[src/hw/isa_pkg.sv]
`default_nettype none

package isa_pkg;

   localparam int WORD_W  = 32;
   localparam int REG_W   = 5;
   localparam int OP_W    = 6;
   localparam int FUNCT_W = 6;
   localparam int SHAMT_W = 5;
   localparam int IMM_W   = 16;
   localparam int INDEX_W = 26;

   typedef logic [WORD_W-1:0]  word_t;
   typedef logic [REG_W-1:0]   reg_num_t;
   typedef logic [FUNCT_W-1:0] funct_t;

   // any opcode not listed here decodes as halt
   typedef enum logic [OP_W-1:0] {
      OP_SPECIAL = 6'h00,
      OP_J       = 6'h02,
      OP_JAL     = 6'h03,
      OP_BEQ     = 6'h04,
      OP_BNE     = 6'h05,
      OP_ADDI    = 6'h08,
      OP_SLTI    = 6'h0a,
      OP_ANDI    = 6'h0c,
      OP_ORI     = 6'h0d,
      OP_XORI    = 6'h0e,
      OP_LUI     = 6'h0f,
      OP_LB      = 6'h20,
      OP_LH      = 6'h21,
      OP_LW      = 6'h23,
      OP_LBU     = 6'h24,
      OP_LHU     = 6'h25,
      OP_LWU     = 6'h27,
      OP_SB      = 6'h28,
      OP_SH      = 6'h29,
      OP_SW      = 6'h2b,
      OP_HALT    = 6'h3f
   } opcode_t;

   // special functs the decoder cares about
   localparam funct_t FUNCT_SLL  = 6'd0;
   localparam funct_t FUNCT_SRL  = 6'd2;
   localparam funct_t FUNCT_SRA  = 6'd3;
   localparam funct_t FUNCT_JR   = 6'd8;
   localparam funct_t FUNCT_JALR = 6'd9;

   typedef struct packed {
      opcode_t              opcode;
      reg_num_t             rs;
      reg_num_t             rt;
      reg_num_t             rd;
      logic [SHAMT_W-1:0]   shamt;
      funct_t               funct;
   } r_fmt_t;

   typedef struct packed {
      opcode_t              opcode;
      reg_num_t             rs;
      reg_num_t             rt;
      logic [IMM_W-1:0]     imm;
   } i_fmt_t;

   typedef struct packed {
      opcode_t              opcode;
      logic [INDEX_W-1:0]   index;
   } j_fmt_t;

   // one 32-bit word read three ways
   typedef union packed {
      r_fmt_t r;
      i_fmt_t i;
      j_fmt_t j;
   } instr_u;

endpackage

`default_nettype wire

[src/hw/ctrl_pkg.sv]
`default_nettype none

package ctrl_pkg;

   import isa_pkg::*;

   typedef enum logic [3:0] {
      ALU_NONE = 4'd0,
      ALU_ADD  = 4'd1,
      ALU_SLT  = 4'd2,
      ALU_AND  = 4'd3,
      ALU_OR   = 4'd4,
      ALU_XOR  = 4'd5,
      ALU_LUI  = 4'd6,
      ALU_JAL  = 4'd7,
      ALU_FUNC = 4'd8   // execute looks at funct
   } alu_op_t;

   typedef enum logic [1:0] {SRC_A_PC, SRC_A_RS, SRC_A_SHAMT, SRC_A_ZERO} src_a_t;
   typedef enum logic {SRC_B_RT, SRC_B_IMM} src_b_t;
   typedef enum logic [1:0] {DEST_RD, DEST_RT, DEST_R31} dest_t;
   typedef enum logic [1:0] {MEM_NONE, MEM_BYTE, MEM_HALF, MEM_WORD} mem_size_t;
   typedef enum logic [1:0] {WB_ALU, WB_MEM, WB_SIGN_BYTE, WB_SIGN_HALF} wb_src_t;

   // how the immediate is built from the instruction word
   typedef enum logic [1:0] {EXT_JUMP, EXT_SIGN, EXT_ZERO, EXT_SHAMT} ext_kind_t;

   typedef enum logic [1:0] {BR_NONE, BR_EQ, BR_NE} branch_kind_t;

   typedef struct packed {
      alu_op_t   alu_op;
      src_a_t    src_a;
      src_b_t    src_b;
      dest_t     dest;
   } exec_ctrl_t;

   typedef struct packed {
      mem_size_t rd_size;
      mem_size_t wr_size;
   } mem_ctrl_t;

   typedef struct packed {
      wb_src_t   wb_src;
      logic      reg_we;
   } wb_ctrl_t;

   // all zero is a no-op
   typedef struct packed {
      exec_ctrl_t exec;
      mem_ctrl_t  mem;
      wb_ctrl_t   wb;
   } ctrl_t;

   // write-back request into the register file
   typedef struct packed {
      logic      we;
      reg_num_t  addr;
      word_t     data;
   } reg_write_t;

   typedef struct packed {
      word_t     pc;
      word_t     rs_val;
      word_t     rt_val;
      word_t     imm;
      reg_num_t  rs_num;
      reg_num_t  rt_num;
      reg_num_t  rd_num;
      funct_t    funct;
      ctrl_t     ctrl;
   } id_ex_t;

endpackage

`default_nettype wire

[src/hw/register_file.sv]
`timescale 1ns/1ps
`default_nettype none

module register_file import isa_pkg::*, ctrl_pkg::*; (
   input  wire        i_clk,
   input  wire        i_rst,
   input  reg_num_t   i_rs_num,
   input  reg_num_t   i_rt_num,
   input  reg_write_t i_wb,
   output word_t      o_rs_val,
   output word_t      o_rt_val
);

   word_t regs [32];

   always_ff @(posedge i_clk) begin
      if (i_rst) begin
         for (int n = 0; n < 32; n++) begin
            regs[n] <= '0;
         end
      end else if (i_wb.we && i_wb.addr != '0) begin
         regs[i_wb.addr] <= i_wb.data;   // r0 never written
      end
   end

   // reads see a write landing on the same edge
   always_comb begin
      if (i_rs_num == '0)
         o_rs_val = '0;
      else if (i_wb.we && i_wb.addr == i_rs_num)
         o_rs_val = i_wb.data;
      else
         o_rs_val = regs[i_rs_num];

      if (i_rt_num == '0)
         o_rt_val = '0;
      else if (i_wb.we && i_wb.addr == i_rt_num)
         o_rt_val = i_wb.data;
      else
         o_rt_val = regs[i_rt_num];
   end

endmodule

`default_nettype wire

[src/hw/control_decoder.sv]
`timescale 1ns/1ps
`default_nettype none

module control_decoder import isa_pkg::*, ctrl_pkg::*; (
   input  instr_u       i_instr,
   output ctrl_t        o_ctrl,
   output word_t        o_imm,
   output branch_kind_t o_branch,
   output logic         o_jump,
   output logic         o_reg_jump,
   output logic         o_halt
);

   ext_kind_t ext_kind;

   always_comb begin
      // defaults give a no-op
      o_ctrl     = '0;
      o_branch   = BR_NONE;
      o_jump     = 1'b0;
      o_reg_jump = 1'b0;
      o_halt     = 1'b0;
      ext_kind   = EXT_ZERO;

      case (i_instr.r.opcode)
         OP_J: begin
            ext_kind = EXT_JUMP;
            o_jump   = 1'b1;
         end
         OP_JAL: begin
            ext_kind               = EXT_JUMP;
            o_jump                 = 1'b1;
            o_ctrl.exec.alu_op     = ALU_JAL;
            o_ctrl.exec.src_a      = SRC_A_PC;   // link address from pc
            o_ctrl.exec.dest       = DEST_R31;
            o_ctrl.wb.reg_we       = 1'b1;
         end
         OP_BEQ, OP_BNE: begin
            ext_kind = EXT_SIGN;
            o_branch = (i_instr.r.opcode == OP_BEQ) ? BR_EQ : BR_NE;
         end
         OP_ADDI, OP_SLTI, OP_ANDI, OP_ORI, OP_XORI: begin
            o_ctrl.exec.src_a = SRC_A_RS;
            o_ctrl.exec.src_b = SRC_B_IMM;
            o_ctrl.exec.dest  = DEST_RT;
            o_ctrl.wb.reg_we  = 1'b1;
            case (i_instr.r.opcode)
               OP_ADDI: o_ctrl.exec.alu_op = ALU_ADD;
               OP_SLTI: o_ctrl.exec.alu_op = ALU_SLT;
               OP_ANDI: o_ctrl.exec.alu_op = ALU_AND;
               OP_ORI:  o_ctrl.exec.alu_op = ALU_OR;
               default: o_ctrl.exec.alu_op = ALU_XOR;
            endcase
            // arithmetic sign-extends, logic zero-fills
            if (i_instr.r.opcode == OP_ADDI || i_instr.r.opcode == OP_SLTI)
               ext_kind = EXT_SIGN;
         end
         OP_LUI: begin
            o_ctrl.exec.alu_op = ALU_LUI;
            o_ctrl.exec.src_a  = SRC_A_ZERO;
            o_ctrl.exec.src_b  = SRC_B_IMM;
            o_ctrl.exec.dest   = DEST_RT;
            o_ctrl.wb.reg_we   = 1'b1;
         end
         OP_LB, OP_LH, OP_LW, OP_LBU, OP_LHU, OP_LWU: begin
            ext_kind           = EXT_SIGN;   // base plus offset
            o_ctrl.exec.alu_op = ALU_ADD;
            o_ctrl.exec.src_a  = SRC_A_RS;
            o_ctrl.exec.src_b  = SRC_B_IMM;
            o_ctrl.exec.dest   = DEST_RT;
            o_ctrl.wb.reg_we   = 1'b1;
            o_ctrl.wb.wb_src   = WB_MEM;
            case (i_instr.r.opcode)
               OP_LB: begin
                  o_ctrl.mem.rd_size = MEM_BYTE;
                  o_ctrl.wb.wb_src   = WB_SIGN_BYTE;
               end
               OP_LH: begin
                  o_ctrl.mem.rd_size = MEM_HALF;
                  o_ctrl.wb.wb_src   = WB_SIGN_HALF;
               end
               OP_LBU:  o_ctrl.mem.rd_size = MEM_BYTE;
               OP_LHU:  o_ctrl.mem.rd_size = MEM_HALF;
               default: o_ctrl.mem.rd_size = MEM_WORD;   // lw, lwu
            endcase
         end
         OP_SB, OP_SH, OP_SW: begin
            ext_kind           = EXT_SIGN;
            o_ctrl.exec.alu_op = ALU_ADD;
            o_ctrl.exec.src_a  = SRC_A_RS;
            o_ctrl.exec.src_b  = SRC_B_IMM;
            o_ctrl.exec.dest   = DEST_RT;
            case (i_instr.r.opcode)
               OP_SB:   o_ctrl.mem.wr_size = MEM_BYTE;
               OP_SH:   o_ctrl.mem.wr_size = MEM_HALF;
               default: o_ctrl.mem.wr_size = MEM_WORD;
            endcase
         end
         OP_SPECIAL: begin
            ext_kind           = EXT_SHAMT;
            o_ctrl.exec.alu_op = ALU_FUNC;
            o_ctrl.exec.src_b  = SRC_B_RT;
            o_ctrl.exec.dest   = DEST_RD;
            o_ctrl.wb.reg_we   = 1'b1;
            case (i_instr.r.funct)
               FUNCT_SLL, FUNCT_SRL, FUNCT_SRA: o_ctrl.exec.src_a = SRC_A_SHAMT;
               FUNCT_JALR:                      o_ctrl.exec.src_a = SRC_A_PC;
               default:                         o_ctrl.exec.src_a = SRC_A_RS;
            endcase
            if (i_instr.r.funct == FUNCT_JR || i_instr.r.funct == FUNCT_JALR) begin
               o_jump     = 1'b1;
               o_reg_jump = 1'b1;
            end
            // jr links nothing, all-zero word is a nop
            if (i_instr.r.funct == FUNCT_JR || i_instr == '0)
               o_ctrl.wb.reg_we = 1'b0;
         end
         default: o_halt = 1'b1;   // halt and unused opcodes
      endcase

      case (ext_kind)
         EXT_JUMP:  o_imm = {{(WORD_W-INDEX_W){1'b0}}, i_instr.j.index};
         EXT_SIGN:  o_imm = {{(WORD_W-IMM_W){i_instr.i.imm[IMM_W-1]}}, i_instr.i.imm};
         EXT_ZERO:  o_imm = {{(WORD_W-IMM_W){1'b0}}, i_instr.i.imm};
         default:   o_imm = {{(WORD_W-SHAMT_W){1'b0}}, i_instr.r.shamt};
      endcase
   end

endmodule

`default_nettype wire

[src/hw/branch_unit.sv]
`timescale 1ns/1ps
`default_nettype none

module branch_unit import isa_pkg::*, ctrl_pkg::*; (
   input  word_t        i_pc,
   input  word_t        i_rs_val,
   input  word_t        i_rt_val,
   input  word_t        i_imm,
   input  branch_kind_t i_branch,
   input  wire          i_jump,
   input  wire          i_reg_jump,
   output word_t        o_brh_addr,
   output word_t        o_jmp_addr,
   output logic         o_pc_beq,
   output logic         o_pc_src,
   output logic         o_flush,
   output logic         o_is_branch,
   output logic         o_is_reg_jump
);

   logic same;
   logic taken;

   assign same  = (i_rs_val == i_rt_val);
   assign taken = (i_branch == BR_EQ && same) || (i_branch == BR_NE && !same);

   // pc is already pc+4 here
   assign o_brh_addr = i_pc + {i_imm[WORD_W-3:0], 2'b00};

   // region jump keeps the top nibble of pc
   assign o_jmp_addr = i_reg_jump ? i_rs_val
                                  : {i_pc[WORD_W-1:WORD_W-4], i_imm[INDEX_W-1:0], 2'b00};

   assign o_pc_beq      = taken;
   assign o_pc_src      = i_jump;
   assign o_flush       = taken | i_jump;   // drop the fetched instruction
   assign o_is_branch   = (i_branch != BR_NONE);
   assign o_is_reg_jump = i_reg_jump;

endmodule

`default_nettype wire

[src/hw/id_ex_register.sv]
`timescale 1ns/1ps
`default_nettype none

module id_ex_register import ctrl_pkg::*; (
   input  wire    i_clk,
   input  wire    i_rst,
   input  wire    i_bubble,
   input  id_ex_t i_next,
   output id_ex_t o_id_ex
);

   id_ex_t next_q;

   // a bubble keeps the data but kills every side effect
   always_comb begin
      next_q = i_next;
      if (i_bubble)
         next_q.ctrl = '0;
   end

   always_ff @(posedge i_clk) begin
      if (i_rst)
         o_id_ex <= '0;
      else
         o_id_ex <= next_q;
   end

endmodule

`default_nettype wire

[src/hw/decode_stage.sv]
`timescale 1ns/1ps
`default_nettype none

module decode_stage import isa_pkg::*, ctrl_pkg::*; (
   input  wire        i_clk,
   input  wire        i_rst,
   input  instr_u     i_instr,
   input  word_t      i_pc,        // already incremented
   input  reg_write_t i_wb,
   input  wire        i_bubble,
   output id_ex_t     o_id_ex,
   output word_t      o_brh_addr,
   output word_t      o_jmp_addr,
   output logic       o_pc_beq,
   output logic       o_pc_src,
   output logic       o_flush,
   output logic       o_is_branch,
   output logic       o_is_reg_jump,
   output logic       o_halt
);

   word_t        rs_val;
   word_t        rt_val;
   word_t        imm;
   ctrl_t        ctrl;
   branch_kind_t branch;
   logic         jump;
   logic         reg_jump;
   id_ex_t       id_ex_next;

   register_file u_register_file (
      .i_clk    (i_clk),
      .i_rst    (i_rst),
      .i_rs_num (i_instr.r.rs),
      .i_rt_num (i_instr.r.rt),
      .i_wb     (i_wb),
      .o_rs_val (rs_val),
      .o_rt_val (rt_val)
   );

   control_decoder u_control_decoder (
      .i_instr    (i_instr),
      .o_ctrl     (ctrl),
      .o_imm      (imm),
      .o_branch   (branch),
      .o_jump     (jump),
      .o_reg_jump (reg_jump),
      .o_halt     (o_halt)
   );

   branch_unit u_branch_unit (
      .i_pc          (i_pc),
      .i_rs_val      (rs_val),
      .i_rt_val      (rt_val),
      .i_imm         (imm),
      .i_branch      (branch),
      .i_jump        (jump),
      .i_reg_jump    (reg_jump),
      .o_brh_addr    (o_brh_addr),
      .o_jmp_addr    (o_jmp_addr),
      .o_pc_beq      (o_pc_beq),
      .o_pc_src      (o_pc_src),
      .o_flush       (o_flush),
      .o_is_branch   (o_is_branch),
      .o_is_reg_jump (o_is_reg_jump)
   );

   // bundle for execute
   always_comb begin
      id_ex_next.pc     = i_pc;
      id_ex_next.rs_val = rs_val;
      id_ex_next.rt_val = rt_val;
      id_ex_next.imm    = imm;
      id_ex_next.rs_num = i_instr.r.rs;
      id_ex_next.rt_num = i_instr.r.rt;
      id_ex_next.rd_num = i_instr.r.rd;
      id_ex_next.funct  = i_instr.r.funct;
      id_ex_next.ctrl   = ctrl;
   end

   id_ex_register u_id_ex_register (
      .i_clk    (i_clk),
      .i_rst    (i_rst),
      .i_bubble (i_bubble),
      .i_next   (id_ex_next),
      .o_id_ex  (o_id_ex)
   );

endmodule

`default_nettype wire

[config.mk]
export PLATFORM = sky130hd
export DESIGN_NAME = decode_stage
export DESIGN_NICKNAME = d
export VERILOG_FILES = /design/src/hw/isa_pkg.sv /design/src/hw/ctrl_pkg.sv /design/src/hw/register_file.sv /design/src/hw/control_decoder.sv /design/src/hw/branch_unit.sv /design/src/hw/id_ex_register.sv /design/src/hw/decode_stage.sv
export SDC_FILE = /design/constraint.sdc
export NUM_CORES = 2
export LEC_CHECK = 0
export BUFFER_PORTS_ARGS = -buffer_cell sky130_fd_sc_hd__buf_4
export CORE_MARGIN = 2
export CORE_UTILIZATION = 32
export DETAILED_ROUTE_END_ITERATION = 8
export MAX_ROUTING_LAYER = met4
export PLACE_DENSITY_LB_ADDON = 0.15
export SYNTH_ARGS = -nofsm -noshare
export SYNTH_HDL_FRONTEND = slang
export SYNTH_HIERARCHICAL = 1
export SYNTH_SLANG_ARGS = --single-unit
[constraint.sdc]
create_clock -name i_clk -period 3.5 [get_ports i_clk]
set_clock_uncertainty 0.2 [all_clocks]
set_input_delay 0.35 -clock i_clk [delete_from_list [all_inputs] [get_ports i_clk]]
set_output_delay 0.35 -clock i_clk [all_outputs]
set_load 0.02 [all_outputs]
==> flow_metrics.py <==
metrics = {
    "timing": {
        "timing.fmax_ghz": 0.204,
        "final-setup-viol-count": 43,
        "maxSlewViolCount": 0,
        "worst_hold_slack_ns": -0.00344,
        "post-route-min-period_ns": 4.91,
        "relSlewSlack_pct": 23.4,
        "final_hold_viol_count": 2,
        "fin_crit_sh_pct": 140,
        "tightest_slew_ns": 1.14,
        "setup_ws_ns": -1.41,
        "rsz0062_at_grt": "yes",
    },
    "route": {
        "drcViolationCount": 0,
        "wl_per_cell_um": 36.0,
        "ant_nets": 0,
        "num_vias": 49200,
        "drt_first_iter_violations": 6407,
        "dr.pass1.iters": 6,
        "drt_wl_total_mm": 312,
        "via_per_inst": 5.68,
    },
    "die": {
        "start_util_pct": 32.2,
        "fp-row-count": 163,
        "coreArea_um2": 197000,
        "dieArea_um2": 202000,
        "fp.dieW_um": 450,
        "num_io_pins": 340,
        "die_y_um": 450,
    },
    "finish": {
        "synthToLayoutAreaGrowth_pct": 32.7,
        "multi_input_area_um2": 28900,
        "seqCellArea_um2": 34100,
        "drive_above_1_share_pct": 39.6,
        "final_area_um2": 84400,
        "utilization_pct": 42.7,
        "instances_no_fill": 8668,
        "nFillCells": 18300,
        "finalNetCount": 5990,
    },
    "logic_synthesis": {
        "synth_edf_count": 1024,
        "yosys.area.top_type": "edfxtp_1",
        "synth_top_family_by_area": "multiplexers",
        "synth_xor_area_share_pct": 0.923,
        "synth_area_leaders": "edfxtp_1, mux4_2, and2_1",
        "synth_cell_type_count": 83,
        "synth-seq-cells": 1189,
        "synth-async-reset-ratio_pct": 0,
        "synth_commonest_cells": "edfxtp_1, and2_1, mux4_2",
        "synth.yosys.seq_area_share_pct": 53.5,
        "netlist.area_leader.share_pct": 48.4,
        "syn_area_um2": 63600,
        "synthFlopType": "edfxtp_1",
        "synth_compound_area_share_pct": 6.25,
        "yosysWarnings": 6,
        "synthCells": 4707,
        "synthSimpleGateAreaFrac_pct": 15.6,
        "synthAdderAreaFrac_pct": 0.602,
        "synth.avg_cell_area_um2": 13.5,
        "synth_mux_area_share_pct": 19.0,
        "synth.most_common_cell": "edfxtp_1",
    },
    "grt": {
        "grt_usage_pct": 31.0,
        "grt_pass1_wl_mm": 419,
        "antenna_found_initial": 57,
        "grt_pass1_vias": 48200,
        "grt_max_degree": 100,
        "grt_overflow_total": 0,
    },
    "cts": {
        "clk_pin_slew_ns": 0.06,
        "cts_tree": "done",
        "clk_path_buf_depth": 3,
        "cts-root-buf": "clkbuf_16",
        "clock_sinks": 1189,
        "h-tree-depth": 4,
        "cts_buffers": 146,
        "insertion_delay_ns": 0.83,
    },
    "critical_path": {
        "crit_start": "u_register_file/regs[24][2]",
        "critPathCaptureType": "output pin",
        "path_cells": "buf_4 > mux4_2 > o21ai_1 > buf_4 > nand2_1 > o22ai_1 > nor2_2 > xnor2_2 > nand4_1 > nor4_4 > a21oi_2 > a32o_2 > or2_4 > buf_6",
        "cp_max_fo": 2,
        "crit_family": "simple AND/OR/NAND/NOR gates",
        "worstPathRequired_ns": 2.95,
        "cpPeakStageDelay_ns": 0.48,
        "rr_startpoint": "u_register_file/regs[14][2]",
        "worst_setup_path_start_kind": "register",
        "cp_num_buf_inv": 3,
        "cpMaxStageDelayCell": "nor4_4",
        "cp_common_cell": "buf_4",
        "critPathKind": "reg2out",
        "crit_arrival_ns": 4.36,
    },
    "place": {
        "dp_slack_ns": -1.78,
        "gp_congestion": 0.947,
        "dp_cells": 8174,
        "portBuffers": 339,
        "dpl_cell_area_um2": 75700,
        "dpl.hpwl_mm": 205,
    },
    "min_path": {
        "min_from": "i_instr[29]",
        "hold_class": "in2reg",
    },
    "run": {
        "cap_violations": 0,
    },
    "pwr": {
        "leakagePower_uw": 0.0320,
        "irDropWorstVdd_mv": 0.529,
        "power-per-cell-area_nw_per_um2": 477,
    },
    "run_status": {
        "violations": "negative hold slack, negative setup slack",
        "status": "complete, but fails checks",
    },
}
==> timing repair <==
item | 4_1_cts | 5_1_grt
cloned | 2 | 0
hold endpoints to repair | 513 | 1
gates resized for setup | 392 | 114
hold buffers | 125 | 1
endpoints found under the setup margin | 55 | 63
pin swaps | 129 | 103
buffers inserted | 47 | 31
==> registers in the layout (all words and copies together), names as in the netlist <==
register                  flops
u_register_file/regs       1024
u_id_ex_register/o_id_ex    165
==> cell usage in the layout (no fill, tap or decap), types with 43 or more instances in the layout <==
cell	instances
dfxtp_1	165
clkbuf_16	151
edfxtp_1	1024
a22oi_1	93
nor2_1	56
o21ai_0	43
nor2b_1	91
nand3_1	44
buf_12	109
a21oi_1	78
buf_4	1094
nor3_1	44
mux4_2	383
and2_1	1003
dlygate4sd3_1	123
nor2b_2	72
nand2_1	124
buf_6	91
mux2i_1	279
diode_2	50
==> metal layers <==
metal / routed length (um) / vias up / share of wire [%] / track usage (%)
li1: - / 20100 / - / -
met1: 122000 / 25500 / 39 / 39.2
met2: 145000 / 3094 / 47 / 48.3
met3: 30700 / 607 / 9.8 / 6.50
met4: 14600 / 0 / 4.7 / 13.2
met5: 0 / - / 0 / -
==> power by group <==
| group | total [uW] | switching (uW) | internal, uW |
|---|---|---|---|
| registers | 16600 | 426 | 16200 |
| clock network | 16000 | 6550 | 9470 |
| logic | 7610 | 4270 | 3330 |
| total | 40200 | 11200 | 29000 |
==> metrics by stage <==
step	TNS (ns)	total power [uW]
finish	-15.12	40200
global route	-20.56	41200
CTS	-30.07	40200
detailed placement	-16.20	23700
global placement	-15.97	23700
floorplan	-0.691	19900
==> final timing paths <==
check	slack, ns	depth (start not counted)	end
setup reg to reg	0.47	8	u_id_ex_register/o_id_ex[103]
setup / recovery	-1.41	14	o_flush
hold / removal	-0.003	6	u_id_ex_register/o_id_ex[4]
hold reg to reg	0.97	7	u_id_ex_register/o_id_ex[131]
==> worst min-delay path: cells and delay by family <==
family / cells / cell delay [ns]
buffers and inverters: 3 / 0.36
AND/OR/NAND/NOR: 3 / 0.25
==> cells by family (layout without fill, tap and decap cells) <==
kind of cell | count (synthesis) | count (layout)
other | 1 | 82
multiplexers | 715 | 715
buffers and inverters | 482 | 1722
XOR/XNOR | 67 | 67
adder cells (fa/ha/maj) | 30 | 30
flip-flops | 1189 | 1189
AND/OR/NAND/NOR | 1656 | 1656
AO/OA/AOI/OAI | 567 | 567
==> final cells by class <==
| class | count | area share (%) |
|---|---|---|
| Tap cell | 2640 | 3.91 |
| Sequential cell | 1189 | 40.4 |
| Antenna cell | 50 | 0.148 |
| Multi-Input combinational cell | 3067 | 34.3 |
| Clock inverter | 80 | 1.12 |
| Inverter | 13 | 0.0608 |
| Clock buffer | 191 | 4.73 |
| Timing Repair Buffer | 1438 | 15.4 |
Note: power is estimated with default switching activity, not from simulation.
